==> src/logic/mips_pkg.sv <==
package mips_pkg;

    typedef logic [31:0] word_t;
    typedef logic [4:0]  regf_t;

    typedef enum logic [3:0] {
        OPER_NOP = 4'd0,    // Zero so a cleared packet is a bubble
        OPER_ADDU,
        OPER_SUBU,
        OPER_AND,
        OPER_OR,
        OPER_SLT,
        OPER_ADDIU,
        OPER_ORI,
        OPER_LUI,
        OPER_LW,
        OPER_SW,
        OPER_BEQ,
        OPER_BNE
    } oper_e;

    typedef struct packed {
        logic [5:0] opcode;
        regf_t      rs;
        regf_t      rt;
        regf_t      rd;
        logic [4:0] shamt;
        logic [5:0] funct;
    } r_fmt_t;

    typedef struct packed {
        logic [5:0]  opcode;
        regf_t       rs;
        regf_t       rt;
        logic [15:0] imm;
    } i_fmt_t;

    typedef union packed {
        r_fmt_t r;
        i_fmt_t i;
    } inst_u;

    // Forwarding source select
    localparam logic [1:0] FWD_NONE = 2'd0;
    localparam logic [1:0] FWD_EX   = 2'd1;
    localparam logic [1:0] FWD_MM   = 2'd2;
    localparam logic [1:0] FWD_WB   = 2'd3;

    typedef struct packed {
        word_t pc;
        oper_e oper;
        regf_t rs;          // Zero when not read
        regf_t rt;
        regf_t rd;          // Zero when nothing is written
        word_t rs_data;
        word_t rt_data;
        word_t imm;
    } id_ex_t;

    typedef struct packed {
        word_t pc;
        oper_e oper;
        regf_t rd;
        word_t alu_result;  // Also the LW/SW address
        word_t store_data;
    } ex_mm_t;

    typedef struct packed {
        word_t pc;
        oper_e oper;
        regf_t rd;
        word_t alu_result;
    } mm_wb_t;

endpackage
==> src/logic/regf_if.sv <==
`timescale 1ns/1ns

interface regf_if import mips_pkg::*; ();
    regf_t rs_regf;
    word_t rs_data;
    regf_t rt_regf;
    word_t rt_data;
    logic  rd_we;
    regf_t rd_regf;
    word_t rd_data;

    modport master (
        output rs_regf, rt_regf, rd_we, rd_regf, rd_data,
        input  rs_data, rt_data
    );

    modport slave (
        input  rs_regf, rt_regf, rd_we, rd_regf, rd_data,
        output rs_data, rt_data
    );
endinterface

==> src/logic/cpu_top.sv <==
`timescale 1ns/1ns

module cpu_top import mips_pkg::*; #(
    parameter word_t RESET_PC = '0
) (
    input  logic  clk,
    input  logic  rst_n_i,
    output word_t imem_addr_o,
    input  word_t imem_data_i,
    output logic  dmem_we_o,
    output word_t dmem_addr_o,
    output word_t dmem_wdata_o,
    input  word_t dmem_rdata_i,
    output logic  wb_we_o,
    output word_t wb_pc_o,
    output regf_t wb_regf_o,
    output word_t wb_data_o
);

    regf_if regf_ ();

    datapath #(
        .RESET_PC (RESET_PC)
    ) datapath_ (
        .clk          (clk          ),
        .rst_n_i      (rst_n_i      ),
        .imem_addr_o  (imem_addr_o  ),
        .imem_data_i  (imem_data_i  ),
        .dmem_we_o    (dmem_we_o    ),
        .dmem_addr_o  (dmem_addr_o  ),
        .dmem_wdata_o (dmem_wdata_o ),
        .dmem_rdata_i (dmem_rdata_i ),
        .wb_we_o      (wb_we_o      ),
        .wb_pc_o      (wb_pc_o      ),
        .wb_regf_o    (wb_regf_o    ),
        .wb_data_o    (wb_data_o    ),
        .regf         (regf_.master )
    );

    regfile regfile_ (
        .clk     (clk         ),
        .rst_n_i (rst_n_i     ),
        .regf    (regf_.slave )
    );

endmodule

==> src/logic/datapath.sv <==
`timescale 1ns/1ns

module datapath import mips_pkg::*; #(
    parameter word_t RESET_PC = '0
) (
    input  logic          clk,
    input  logic          rst_n_i,
    output word_t         imem_addr_o,      // IF
    input  word_t         imem_data_i,      // IF
    output logic          dmem_we_o,        // MM
    output word_t         dmem_addr_o,      // MM
    output word_t         dmem_wdata_o,     // MM
    input  word_t         dmem_rdata_i,     // WB
    output logic          wb_we_o,
    output word_t         wb_pc_o,
    output regf_t         wb_regf_o,
    output word_t         wb_data_o,
    regf_if.master        regf              // ID read, WB write
);

    word_t      pc_q;
    word_t      if_id_pc;
    inst_u      if_id_inst;
    id_ex_t     id_pkt;
    id_ex_t     id_ex_q;
    ex_mm_t     ex_pkt;
    ex_mm_t     ex_mm_q;
    mm_wb_t     mm_wb_q;

    logic       branch;
    word_t      branch_addr;
    word_t      ex_result;
    word_t      ex_store_data;
    word_t      wb_data;

    logic [1:0] fwd_id_rs_sel;
    logic [1:0] fwd_id_rt_sel;
    logic [1:0] fwd_ex_rs_sel;
    logic [1:0] fwd_ex_rt_sel;
    logic       pc_stall;
    logic       if_id_stall;
    logic       id_ex_flush;

    always_ff @(posedge clk or negedge rst_n_i) begin
        if (!rst_n_i) begin
            pc_q <= RESET_PC;
        end else if (!pc_stall) begin
            pc_q <= branch ? branch_addr : pc_q + 32'd4;   // Redirect after the delay slot
        end
    end

    always_ff @(posedge clk or negedge rst_n_i) begin
        if (!rst_n_i) begin
            if_id_pc   <= '0;
            if_id_inst <= '0;
        end else if (!if_id_stall) begin
            if_id_pc   <= pc_q;
            if_id_inst <= imem_data_i;
        end
    end

    always_ff @(posedge clk or negedge rst_n_i) begin
        if (!rst_n_i) begin
            id_ex_q <= '0;
            ex_mm_q <= '0;
            mm_wb_q <= '0;
        end else begin
            id_ex_q <= id_ex_flush ? '0 : id_pkt;
            ex_mm_q <= ex_pkt;
            mm_wb_q <= '{pc: ex_mm_q.pc, oper: ex_mm_q.oper, rd: ex_mm_q.rd,
                         alu_result: ex_mm_q.alu_result};
        end
    end

    decoder decoder_ (
        .pc_i          (if_id_pc            ),
        .inst_i        (if_id_inst          ),
        .rs_data_i     (regf.rs_data        ),
        .rt_data_i     (regf.rt_data        ),
        .fwd_rs_sel_i  (fwd_id_rs_sel       ),
        .fwd_rt_sel_i  (fwd_id_rt_sel       ),
        .fwd_data_ex_i (ex_result           ),
        .fwd_data_mm_i (ex_mm_q.alu_result  ),
        .fwd_data_wb_i (wb_data             ),
        .id_ex_o       (id_pkt              ),
        .branch_o      (branch              ),
        .branch_addr_o (branch_addr         )
    );

    alu alu_ (
        .id_ex_i       (id_ex_q             ),
        .fwd_rs_sel_i  (fwd_ex_rs_sel       ),
        .fwd_rt_sel_i  (fwd_ex_rt_sel       ),
        .fwd_data_mm_i (ex_mm_q.alu_result  ),
        .fwd_data_wb_i (wb_data             ),
        .result_o      (ex_result           ),
        .store_data_o  (ex_store_data       )
    );

    hazard_unit hazard_unit_ (
        .id_oper_i       (id_pkt.oper  ),
        .id_rs_i         (id_pkt.rs    ),
        .id_rt_i         (id_pkt.rt    ),
        .ex_packet_i     (id_ex_q      ),
        .mm_packet_i     (ex_mm_q      ),
        .wb_packet_i     (mm_wb_q      ),
        .fwd_id_rs_sel_o (fwd_id_rs_sel),
        .fwd_id_rt_sel_o (fwd_id_rt_sel),
        .fwd_ex_rs_sel_o (fwd_ex_rs_sel),
        .fwd_ex_rt_sel_o (fwd_ex_rt_sel),
        .pc_stall_o      (pc_stall     ),
        .if_id_stall_o   (if_id_stall  ),
        .id_ex_flush_o   (id_ex_flush  )
    );

    assign ex_pkt = '{pc: id_ex_q.pc, oper: id_ex_q.oper, rd: id_ex_q.rd,
                      alu_result: ex_result, store_data: ex_store_data};

    assign imem_addr_o  = pc_q;
    assign dmem_we_o    = (ex_mm_q.oper == OPER_SW);
    assign dmem_addr_o  = ex_mm_q.alu_result;
    assign dmem_wdata_o = ex_mm_q.store_data;

    // Load data arrives one cycle after the MM address
    assign wb_data = (mm_wb_q.oper == OPER_LW) ? dmem_rdata_i : mm_wb_q.alu_result;

    assign regf.rs_regf = id_pkt.rs;
    assign regf.rt_regf = id_pkt.rt;
    assign regf.rd_we   = (mm_wb_q.rd != '0);
    assign regf.rd_regf = mm_wb_q.rd;
    assign regf.rd_data = wb_data;

    assign wb_we_o   = regf.rd_we;
    assign wb_pc_o   = mm_wb_q.pc;
    assign wb_regf_o = mm_wb_q.rd;
    assign wb_data_o = wb_data;

    a_store_aligned: assert property (@(posedge clk) disable iff (!rst_n_i)
        dmem_we_o |-> dmem_addr_o[1:0] == 2'b00);

    a_pc_aligned: assert property (@(posedge clk) disable iff (!rst_n_i)
        pc_q[1:0] == 2'b00);

    // Load-use costs one bubble unless ID holds a branch
    a_one_stall: assert property (@(posedge clk) disable iff (!rst_n_i)
        pc_stall && id_pkt.oper != OPER_BEQ && id_pkt.oper != OPER_BNE |=> !pc_stall);

endmodule

==> src/logic/hazard_unit.sv <==
`timescale 1ns/1ns

module hazard_unit import mips_pkg::*; (
    input  oper_e      id_oper_i,
    input  regf_t      id_rs_i,
    input  regf_t      id_rt_i,
    input  id_ex_t     ex_packet_i,
    input  ex_mm_t     mm_packet_i,
    input  mm_wb_t     wb_packet_i,
    output logic [1:0] fwd_id_rs_sel_o,
    output logic [1:0] fwd_id_rt_sel_o,
    output logic [1:0] fwd_ex_rs_sel_o,
    output logic [1:0] fwd_ex_rt_sel_o,
    output logic       pc_stall_o,
    output logic       if_id_stall_o,
    output logic       id_ex_flush_o
);

    logic id_branch;
    logic stall;

    assign id_branch = (id_oper_i == OPER_BEQ) || (id_oper_i == OPER_BNE);

    // Newest producer wins, a load only has data once it reaches WB
    function automatic logic [1:0] src_id(input regf_t src);
        if (src == '0) return FWD_NONE;
        if (ex_packet_i.rd == src) return (ex_packet_i.oper == OPER_LW) ? FWD_NONE : FWD_EX;
        if (mm_packet_i.rd == src) return (mm_packet_i.oper == OPER_LW) ? FWD_NONE : FWD_MM;
        if (wb_packet_i.rd == src) return FWD_WB;
        return FWD_NONE;
    endfunction

    function automatic logic [1:0] src_ex(input regf_t src);
        if (src == '0) return FWD_NONE;
        if (mm_packet_i.rd == src) return (mm_packet_i.oper == OPER_LW) ? FWD_NONE : FWD_MM;
        if (wb_packet_i.rd == src) return FWD_WB;
        return FWD_NONE;
    endfunction

    // Branches need operands in ID, everything else can pick up WB data in EX
    function automatic logic must_wait(input regf_t src);
        if (src == '0) return 1'b0;
        if (ex_packet_i.rd == src) return ex_packet_i.oper == OPER_LW;
        if (mm_packet_i.rd == src) return id_branch && mm_packet_i.oper == OPER_LW;
        return 1'b0;
    endfunction

    always_comb begin
        fwd_id_rs_sel_o = src_id(id_rs_i);
        fwd_id_rt_sel_o = src_id(id_rt_i);
        fwd_ex_rs_sel_o = src_ex(ex_packet_i.rs);
        fwd_ex_rt_sel_o = src_ex(ex_packet_i.rt);
        stall           = must_wait(id_rs_i) || must_wait(id_rt_i);
    end

    assign pc_stall_o    = stall;
    assign if_id_stall_o = stall;
    assign id_ex_flush_o = stall;   // Bubble into EX

endmodule

==> src/logic/alu.sv <==
`timescale 1ns/1ns

module alu import mips_pkg::*; (
    input  id_ex_t     id_ex_i,
    input  logic [1:0] fwd_rs_sel_i,
    input  logic [1:0] fwd_rt_sel_i,
    input  word_t      fwd_data_mm_i,
    input  word_t      fwd_data_wb_i,
    output word_t      result_o,
    output word_t      store_data_o
);

    word_t a;
    word_t b;

    // EX only sees producers that moved on to MM or WB
    function automatic word_t fwd_pick(input logic [1:0] sel, input word_t reg_val);
        case (sel)
            FWD_MM:  return fwd_data_mm_i;
            FWD_WB:  return fwd_data_wb_i;
            default: return reg_val;
        endcase
    endfunction

    always_comb begin
        a = fwd_pick(fwd_rs_sel_i, id_ex_i.rs_data);
        b = fwd_pick(fwd_rt_sel_i, id_ex_i.rt_data);
        case (id_ex_i.oper)
            OPER_ADDU:                    result_o = a + b;
            OPER_SUBU:                    result_o = a - b;
            OPER_AND:                     result_o = a & b;
            OPER_OR:                      result_o = a | b;
            OPER_SLT:                     result_o = {31'd0, $signed(a) < $signed(b)};
            OPER_ADDIU, OPER_LW, OPER_SW: result_o = a + id_ex_i.imm;
            OPER_ORI:                     result_o = a | id_ex_i.imm;
            OPER_LUI:                     result_o = id_ex_i.imm;   // Already shifted in ID
            default:                      result_o = '0;
        endcase
    end

    assign store_data_o = b;

endmodule

==> src/logic/decoder.sv <==
`timescale 1ns/1ns

module decoder import mips_pkg::*; (
    input  word_t      pc_i,
    input  inst_u      inst_i,
    input  word_t      rs_data_i,
    input  word_t      rt_data_i,
    input  logic [1:0] fwd_rs_sel_i,
    input  logic [1:0] fwd_rt_sel_i,
    input  word_t      fwd_data_ex_i,
    input  word_t      fwd_data_mm_i,
    input  word_t      fwd_data_wb_i,
    output id_ex_t     id_ex_o,
    output logic       branch_o,
    output word_t      branch_addr_o
);

    localparam logic [5:0] OP_SPECIAL = 6'h00;
    localparam logic [5:0] OP_BEQ     = 6'h04;
    localparam logic [5:0] OP_BNE     = 6'h05;
    localparam logic [5:0] OP_ADDIU   = 6'h09;
    localparam logic [5:0] OP_ORI     = 6'h0d;
    localparam logic [5:0] OP_LUI     = 6'h0f;
    localparam logic [5:0] OP_LW      = 6'h23;
    localparam logic [5:0] OP_SW      = 6'h2b;

    localparam logic [5:0] FN_ADDU = 6'h21;
    localparam logic [5:0] FN_SUBU = 6'h23;
    localparam logic [5:0] FN_AND  = 6'h24;
    localparam logic [5:0] FN_OR   = 6'h25;
    localparam logic [5:0] FN_SLT  = 6'h2a;

    oper_e oper;
    regf_t rd;
    word_t imm;
    logic  use_rs;
    logic  use_rt;
    word_t rs_val;
    word_t rt_val;

    function automatic word_t fwd_pick(input logic [1:0] sel, input word_t reg_val);
        case (sel)
            FWD_EX:  return fwd_data_ex_i;
            FWD_MM:  return fwd_data_mm_i;
            FWD_WB:  return fwd_data_wb_i;
            default: return reg_val;
        endcase
    endfunction

    always_comb begin
        oper   = OPER_NOP;
        rd     = '0;
        use_rs = 1'b0;
        use_rt = 1'b0;
        imm    = {{16{inst_i.i.imm[15]}}, inst_i.i.imm};
        case (inst_i.i.opcode)
            OP_SPECIAL: begin
                case (inst_i.r.funct)
                    FN_ADDU: oper = OPER_ADDU;
                    FN_SUBU: oper = OPER_SUBU;
                    FN_AND:  oper = OPER_AND;
                    FN_OR:   oper = OPER_OR;
                    FN_SLT:  oper = OPER_SLT;
                    default: oper = OPER_NOP;       // SLL and the rest
                endcase
                use_rs = (oper != OPER_NOP);
                use_rt = (oper != OPER_NOP);
                rd     = (oper != OPER_NOP) ? inst_i.r.rd : regf_t'(0);
            end
            OP_ADDIU, OP_LW: begin
                oper   = (inst_i.i.opcode == OP_LW) ? OPER_LW : OPER_ADDIU;
                use_rs = 1'b1;
                rd     = inst_i.i.rt;
            end
            OP_ORI: begin
                oper   = OPER_ORI;
                use_rs = 1'b1;
                rd     = inst_i.i.rt;
                imm    = {16'h0, inst_i.i.imm};     // Zero extended
            end
            OP_LUI: begin
                oper = OPER_LUI;
                rd   = inst_i.i.rt;
                imm  = {inst_i.i.imm, 16'h0};
            end
            OP_SW, OP_BEQ, OP_BNE: begin
                oper   = (inst_i.i.opcode == OP_SW)  ? OPER_SW  :
                         (inst_i.i.opcode == OP_BEQ) ? OPER_BEQ : OPER_BNE;
                use_rs = 1'b1;
                use_rt = 1'b1;
            end
            default: oper = OPER_NOP;
        endcase
    end

    always_comb begin
        rs_val = fwd_pick(fwd_rs_sel_i, rs_data_i);
        rt_val = fwd_pick(fwd_rt_sel_i, rt_data_i);
    end

    assign branch_o = (oper == OPER_BEQ && rs_val == rt_val) ||
                      (oper == OPER_BNE && rs_val != rt_val);
    assign branch_addr_o = pc_i + 32'd4 + {imm[29:0], 2'b00};

    assign id_ex_o = '{
        pc:      pc_i,
        oper:    oper,
        rs:      use_rs ? inst_i.i.rs : regf_t'(0),
        rt:      use_rt ? inst_i.i.rt : regf_t'(0),
        rd:      rd,
        rs_data: rs_val,
        rt_data: rt_val,
        imm:     imm
    };

endmodule

==> src/logic/regfile.sv <==
`timescale 1ns/1ns

module regfile import mips_pkg::*; (
    input logic   clk,
    input logic   rst_n_i,
    regf_if.slave regf
);

    word_t regs [32];

    always_ff @(posedge clk or negedge rst_n_i) begin
        if (!rst_n_i) begin
            for (int i = 0; i < 32; i++) begin
                regs[i] <= '0;
            end
        end else if (regf.rd_we && regf.rd_regf != '0) begin
            regs[regf.rd_regf] <= regf.rd_data;     // $0 never written
        end
    end

    // Same-cycle write is not bypassed here, WB forwarding covers it
    assign regf.rs_data = (regf.rs_regf == '0) ? '0 : regs[regf.rs_regf];
    assign regf.rt_data = (regf.rt_regf == '0) ? '0 : regs[regf.rt_regf];

endmodule

==> config.mk <==
export PLATFORM = sky130hd
export DESIGN_NAME = cpu_top
export DESIGN_NICKNAME = d
export VERILOG_FILES = /design/src/logic/mips_pkg.sv /design/src/logic/regf_if.sv /design/src/logic/cpu_top.sv /design/src/logic/datapath.sv /design/src/logic/hazard_unit.sv /design/src/logic/alu.sv /design/src/logic/decoder.sv /design/src/logic/regfile.sv
export SDC_FILE = /design/constraint.sdc
export NUM_CORES = 2
export LEC_CHECK = 0
export BUFFER_PORTS_ARGS = -buffer_cell sky130_fd_sc_hd__buf_4
export CORE_UTILIZATION = 63
export CTS_CLUSTER_SIZE = 30
export DETAILED_ROUTE_END_ITERATION = 8
export PLACE_DENSITY = 0.78
export SLEW_MARGIN = 15
export SYNTH_ARGS = -nofsm -noshare
export SYNTH_HDL_FRONTEND = slang
export SYNTH_HIERARCHICAL = 1
export SYNTH_SLANG_ARGS = --single-unit
==> constraint.sdc <==
create_clock -name clk -period 9.7 [get_ports clk]
set_clock_uncertainty 0.2 [all_clocks]
set_input_delay 1.94 -clock clk [delete_from_list [all_inputs] [get_ports clk]]
set_output_delay 1.94 -clock clk [all_outputs]
set_load 0.005 [all_outputs]
# Word level (Yosys, flattened, before mapping)
# Index checks and enable logic that the tools add are counted.
# word_totals
ff_bits,1445
latchBits,0
mem_bits_rw,0
mem_bits_ro,0
input_bits,66
out_inout_bits,167
wordCells,243
mem_count,0
# classes
add_sub_neg,6
mul,0
n_div,0
magnitude_cmp,5
eq_ne,49
shift,0
mux,106
n_bitwise,6
reduce_logical,19
# op_table
cell,n
bitwise mux 1024 bit,1
binary-select mux 32 bit (select 5 bit),2
2-to-1 mux 32 bit,9
case mux 32 bit (8 select lines),1
case mux 32 bit (2 select lines),3
case mux 32 bit (3 select lines),2
demux 32 bit (select 5 bit),1
2-to-1 mux 147 bit,1
adder 32 bit,3
"adder 32 x 3 -> 32 bit, second input constant",2
OR 32 bit,2
2-to-1 mux 2 bit,29
equality test 5 bit,10
2-to-1 mux 1 bit,45
"equality test 6 bit, second input constant",7
bitwise AND 32 bit,1
equality test 32 bit,1
"equality test 4 bit, second input constant",8
< comparator 32 bit,1
!= test 32 bit,1
subtractor 32 bit,1
logical NOT 5 bit,4
case mux 4 bit (5 select lines),1
"equality test 6 x 4 -> 1 bit, second input constant",3
other kinds (24),52

# Depth between registers and ports, before layout
# depth
ltp_word,24
depth_mapped,37
depth_no_buf,32

# Hierarchy
# The synthesis kept the hierarchy.
# by_module_without_submodules
module,n_inst,cells_each,area_each_um2,seq_area_each_um2
regfile,1,3623,54461.0,25624.6
datapath,1,1058,15061.9,10535.1
alu,1,982,6562.5,0.0
decoder,1,526,4788.3,0.0
hazard_unit,1,114,817.0,0.0

# Worst setup path before layout
# OpenSTA, ideal clock, no wires.
# synth_timing
kind,input-to-reg
start,input port dmem_rdata_i[8]
end,"register datapath_.pc_q[29], in the netlist datapath_/imem_addr_o[29]"
setup_time_ps,131
t_arrival_ps,7649
required_time_ps,9369
path_slack_ps,1721
cell_stages,27
path_buffers,2
cell_sequence,mux2_2 mux2i_1 a21o_1 inv_1 ha_1 or2_1 or4_4 or4b_1 o21a_2 a31oi_4 a2111oi_4 a2111oi_4 nor2_1 xnor2_1 o221ai_1 mux4_2 xor2_1 nor4_1 nand4_1 nor2_1 xnor2_1 nor3_2 clkbuf_1 clkbuf_1 nor2_1 a221oi_1 nand3_1
# synth_rtl
item,line,text
from (decl),cpu_top.sv:13,"input word_t dmem_rdata_i,"
to (signal assigned),datapath.sv:48,pc_q <= branch ? branch_addr : pc_q + 32'd4;
to (decl),datapath.sv:21,word_t pc_q;

==> results.py <==
metrics = {
    "status": {
        "outcome": "complete, no violations",
    },
    "layout": {
        "area_growth_pct": 8.89,
        "layout.cells.non_filler": 7972,
        "fin_nets": 6334,
        "drive_gt1_share_pct": 38.3,
        "final_cell_mix": "dfrtp_1, mux2_2, mux4_2",
        "layout_commonest_cell": "dfrtp_1",
    },
    "detailed_routing": {
        "via_per_inst": 7.19,
        "ant_nets": 0,
        "first_pass_iters": 8,
        "routed_wl_microns": 263000,
        "vias": 57336,
        "route.detailed.drc": 0,
        "drt_iter0_markers": 7038,
        "wire_per_inst_microns": 33.0,
    },
    "floorplan": {
        "initial_utilization_pct": 63.8,
        "num_rows": 131,
        "die_area_sq_mm": 0.131,
        "core_sq_mm": 0.128,
        "die_x_microns": 362,
        "io_pins": 233,
        "fp.dieH_microns": 362,
    },
    "run": {
        "max_cap_viol_count": 0,
    },
    "clock_network": {
        "clk_pin_slew_ns": 0.06,
        "cts_sinks": 1445,
        "clk_latency_ns": 0.81,
        "hold_buffers": 0,
        "cts-root-buf": "clkbuf_16",
        "cts_setup_buffers": 0,
        "cts_resized": 0,
        "clockBufferDepth": 3,
        "cts_made_buffers": 154,
        "cts_tree": "done",
        "htreeDepth": 4,
    },
    "synth": {
        "synth_edf_count": 0,
        "synthCells": 6303,
        "ys_types": 99,
        "yosys_warnings": 6,
        "ys.flop_type": "dfrtp_1",
        "syn_nets": 6518,
        "yosysSeqAreaShare_pct": 44.3,
        "ys_ff_latch": 1445,
        "syn_avg_cell_area_sq_um": 13.0,
        "async_flop_share_pct": 100,
        "synth_area_sq_mm": 0.0817,
    },
    "grt": {
        "grt_max_degree": 188,
        "grt_overflow": 0,
        "grt_pass1_wl_microns": 385000,
        "grt_pass1_vias": 57652,
        "antenna_found_initial": 8,
        "grt_use_total_pct": 40.4,
    },
    "sta": {
        "tns_ns": 0,
        "fin_crit_sh_pct": 95.5,
        "tightest_slew_ns": 1.38,
        "slew_headroom_pct": 7.46,
        "drv_slew": 0,
        "finalSetupViolations": 0,
        "setup_slack_ns": 0.433,
        "holdWs_ns": 0.143,
        "timing.fmax_mhz": 108,
        "finalHoldViolCount": 0,
        "timing.final.crit_period_ns": 9.27,
    },
    "worst_setup_path": {
        "critPathTopFamily": "compound AO/OA/AOI/OAI gates",
        "critPathLaunchType": "register",
        "cp.arrival_ns": 9.76,
        "end_kind": "register",
        "slowest_delay_ns": 0.80,
        "critical_path_class": "register to register",
        "worst-path-max-fanout": 46,
        "critical_path_buf_inv_count": 3,
        "cpMaxStageDelayCell": "dfrtp_1",
        "critPathRequiredTime_ns": 10.19,
    },
    "place": {
        "portBuffers": 232,
        "dp_cells": 7692,
        "dp_hpwl_microns": 167000,
        "routabilityCongestion": 0.965,
        "pre_cts_slack_ns": 0.347,
    },
    "power": {
        "peakVddDrop_mv": 0.207,
        "p_clk_share_pct": 37.7,
        "p_int_w": 0.0113,
        "p_per_area_mw_per_mm2": 182,
        "leakagePower_nw": 40.3,
        "comb_power_share_pct": 20.4,
        "p_sw_w": 0.00492,
        "swShare_pct": 30.3,
        "sequentialPowerShare_pct": 41.9,
    },
    "min_path": {
        "hold_class": "register to register",
    },
}
## cells by family (layout without fill, tap and decap cells)
group,Yosys count,after routing,synth area share [%]
buffers and inverters,837,774,5.34
AOI/OAI and AO/OA,955,955,8.05
DFF,1445,1445,44.3
xor gates and xnor gates,158,158,1.69
adders and majority gates,149,149,2.31
muxes,1869,1869,32.5
other,0,3,0
and+or+nand+nor,890,890,5.80
## metal layers
metal | global-route usage, % | vias to the layer above | part of all wire (%)
met5 | 0.888 | - | 0.077
li1 | - | 23157 | -
met1 | 51.3 | 29545 | 36
met2 | 60.4 | 3607 | 45
met3 | 11.9 | 1015 | 11
met4 | 26.4 | 12 | 7.7
## registers in the layout, summed over array words and instances, names as in the netlist
signal,count
regfile_/regs,1024
datapath_/id_ex_q,106
datapath_/ex_mm_q,41
datapath_/ex_pkt,41
datapath_/mm_wb_q,36
datapath_/dmem_addr_o,32
datapath_/dmem_wdata_o,32
datapath_/if_id_inst,32
datapath_/if_id_pc,32
datapath_/imem_addr_o,32
datapath_/wb_pc_o,32
datapath_/regf.rd_regf,5
## worst register-to-register path, delay by kind of cell, from the launching register on
family | cells | cell delay, ns
AO/OA/AOI/OAI | 11 | 3.23
buffers and inverters | 3 | 1.19
flip-flops | 1 | 0.80
multiplexers | 1 | 0.49
XOR/XNOR | 4 | 0.73
adder cells (fa/ha/maj) | 1 | 0.37
AND/OR/NAND/NOR | 10 | 2.14
## synth_stat cells (all sizes together), types with 66 or more instances
cell type,count,area share [%]
xnor2,85,0.91
dfrtp,1445,44
nor2,161,0.74
ha,146,2.2
mux2i,199,2.5
o21ai,260,1.6
mux4,512,14
nand3,68,0.42
clkbuf,299,1.4
a22oi,82,0.75
mux2,1158,16
buf,443,3.5
a311oi,66,0.71
nand2,183,0.84
a21oi,152,0.95
inv,94,0.43
a211oi,77,0.71
nor2b,261,2.0
xor2,73,0.78
## area by class of cell
class                           instances  area, sq um
Fill cell                            8626        39100
Multi-Input combinational cell       4021        41700
Inverter                               94          355
Clock buffer                          224         4580
Clock inverter                         53          674
Sequential cell                      1445        36200
Antenna cell                            3         7.51
Tap cell                             1729         2160
Timing Repair Buffer                  403         3330
## path summary, 6_finish.rpt
check / startpoint / end / slack (ns) / cells after the start
max: datapath_/regf.rd_regf[4]$_DFF_PN0_ / datapath_/imem_addr_o[31]$_DFFE_PN0N_ / 0.43 / 30
min: datapath_/ex_pkt[76]$_DFF_PN0_ / datapath_/ex_mm_q[76]$_DFF_PN0_ / 0.14 / 0
max reg2reg: datapath_/regf.rd_regf[4]$_DFF_PN0_ / datapath_/imem_addr_o[31]$_DFFE_PN0N_ / 0.43 / 30
min reg2reg: datapath_/ex_pkt[76]$_DFF_PN0_ / datapath_/ex_mm_q[76]$_DFF_PN0_ / 0.14 / 0
max in group asynchronous: rst_n_i / regfile_/regs[717]$_DFFE_PN0P_ / 6.21 / 3
min in group asynchronous: rst_n_i / datapath_/dmem_wdata_o[24]$_DFF_PN0_ / 1.00 / 1
## metrics by stage
| step | area [sq um] | utilization (%) | total power (W) |
|---|---|---|---|
| floorplan | 81700 | - | 0.00900 |
| global placement | 83600 | 65.3 | 0.0101 |
| detailed placement | 83700 | 65.4 | 0.0101 |
| CTS | 88900 | 69.5 | 0.0162 |
| global route | 88900 | 69.5 | 0.0168 |
| finish | 89000 | 69.5 | 0.0162 |
## power groups by stage
stage                     combinational (W)  sequential [W]  clock [W]
final                               0.00331         0.00680    0.00612
after global routing                0.00356         0.00682    0.00640
after CTS                           0.00326         0.00678    0.00616
after detailed placement            0.00323         0.00688          0
after global placement              0.00323         0.00687          0
after floorplan                     0.00230         0.00671          0
No activity file was read; power rests on OpenSTA's default activity.
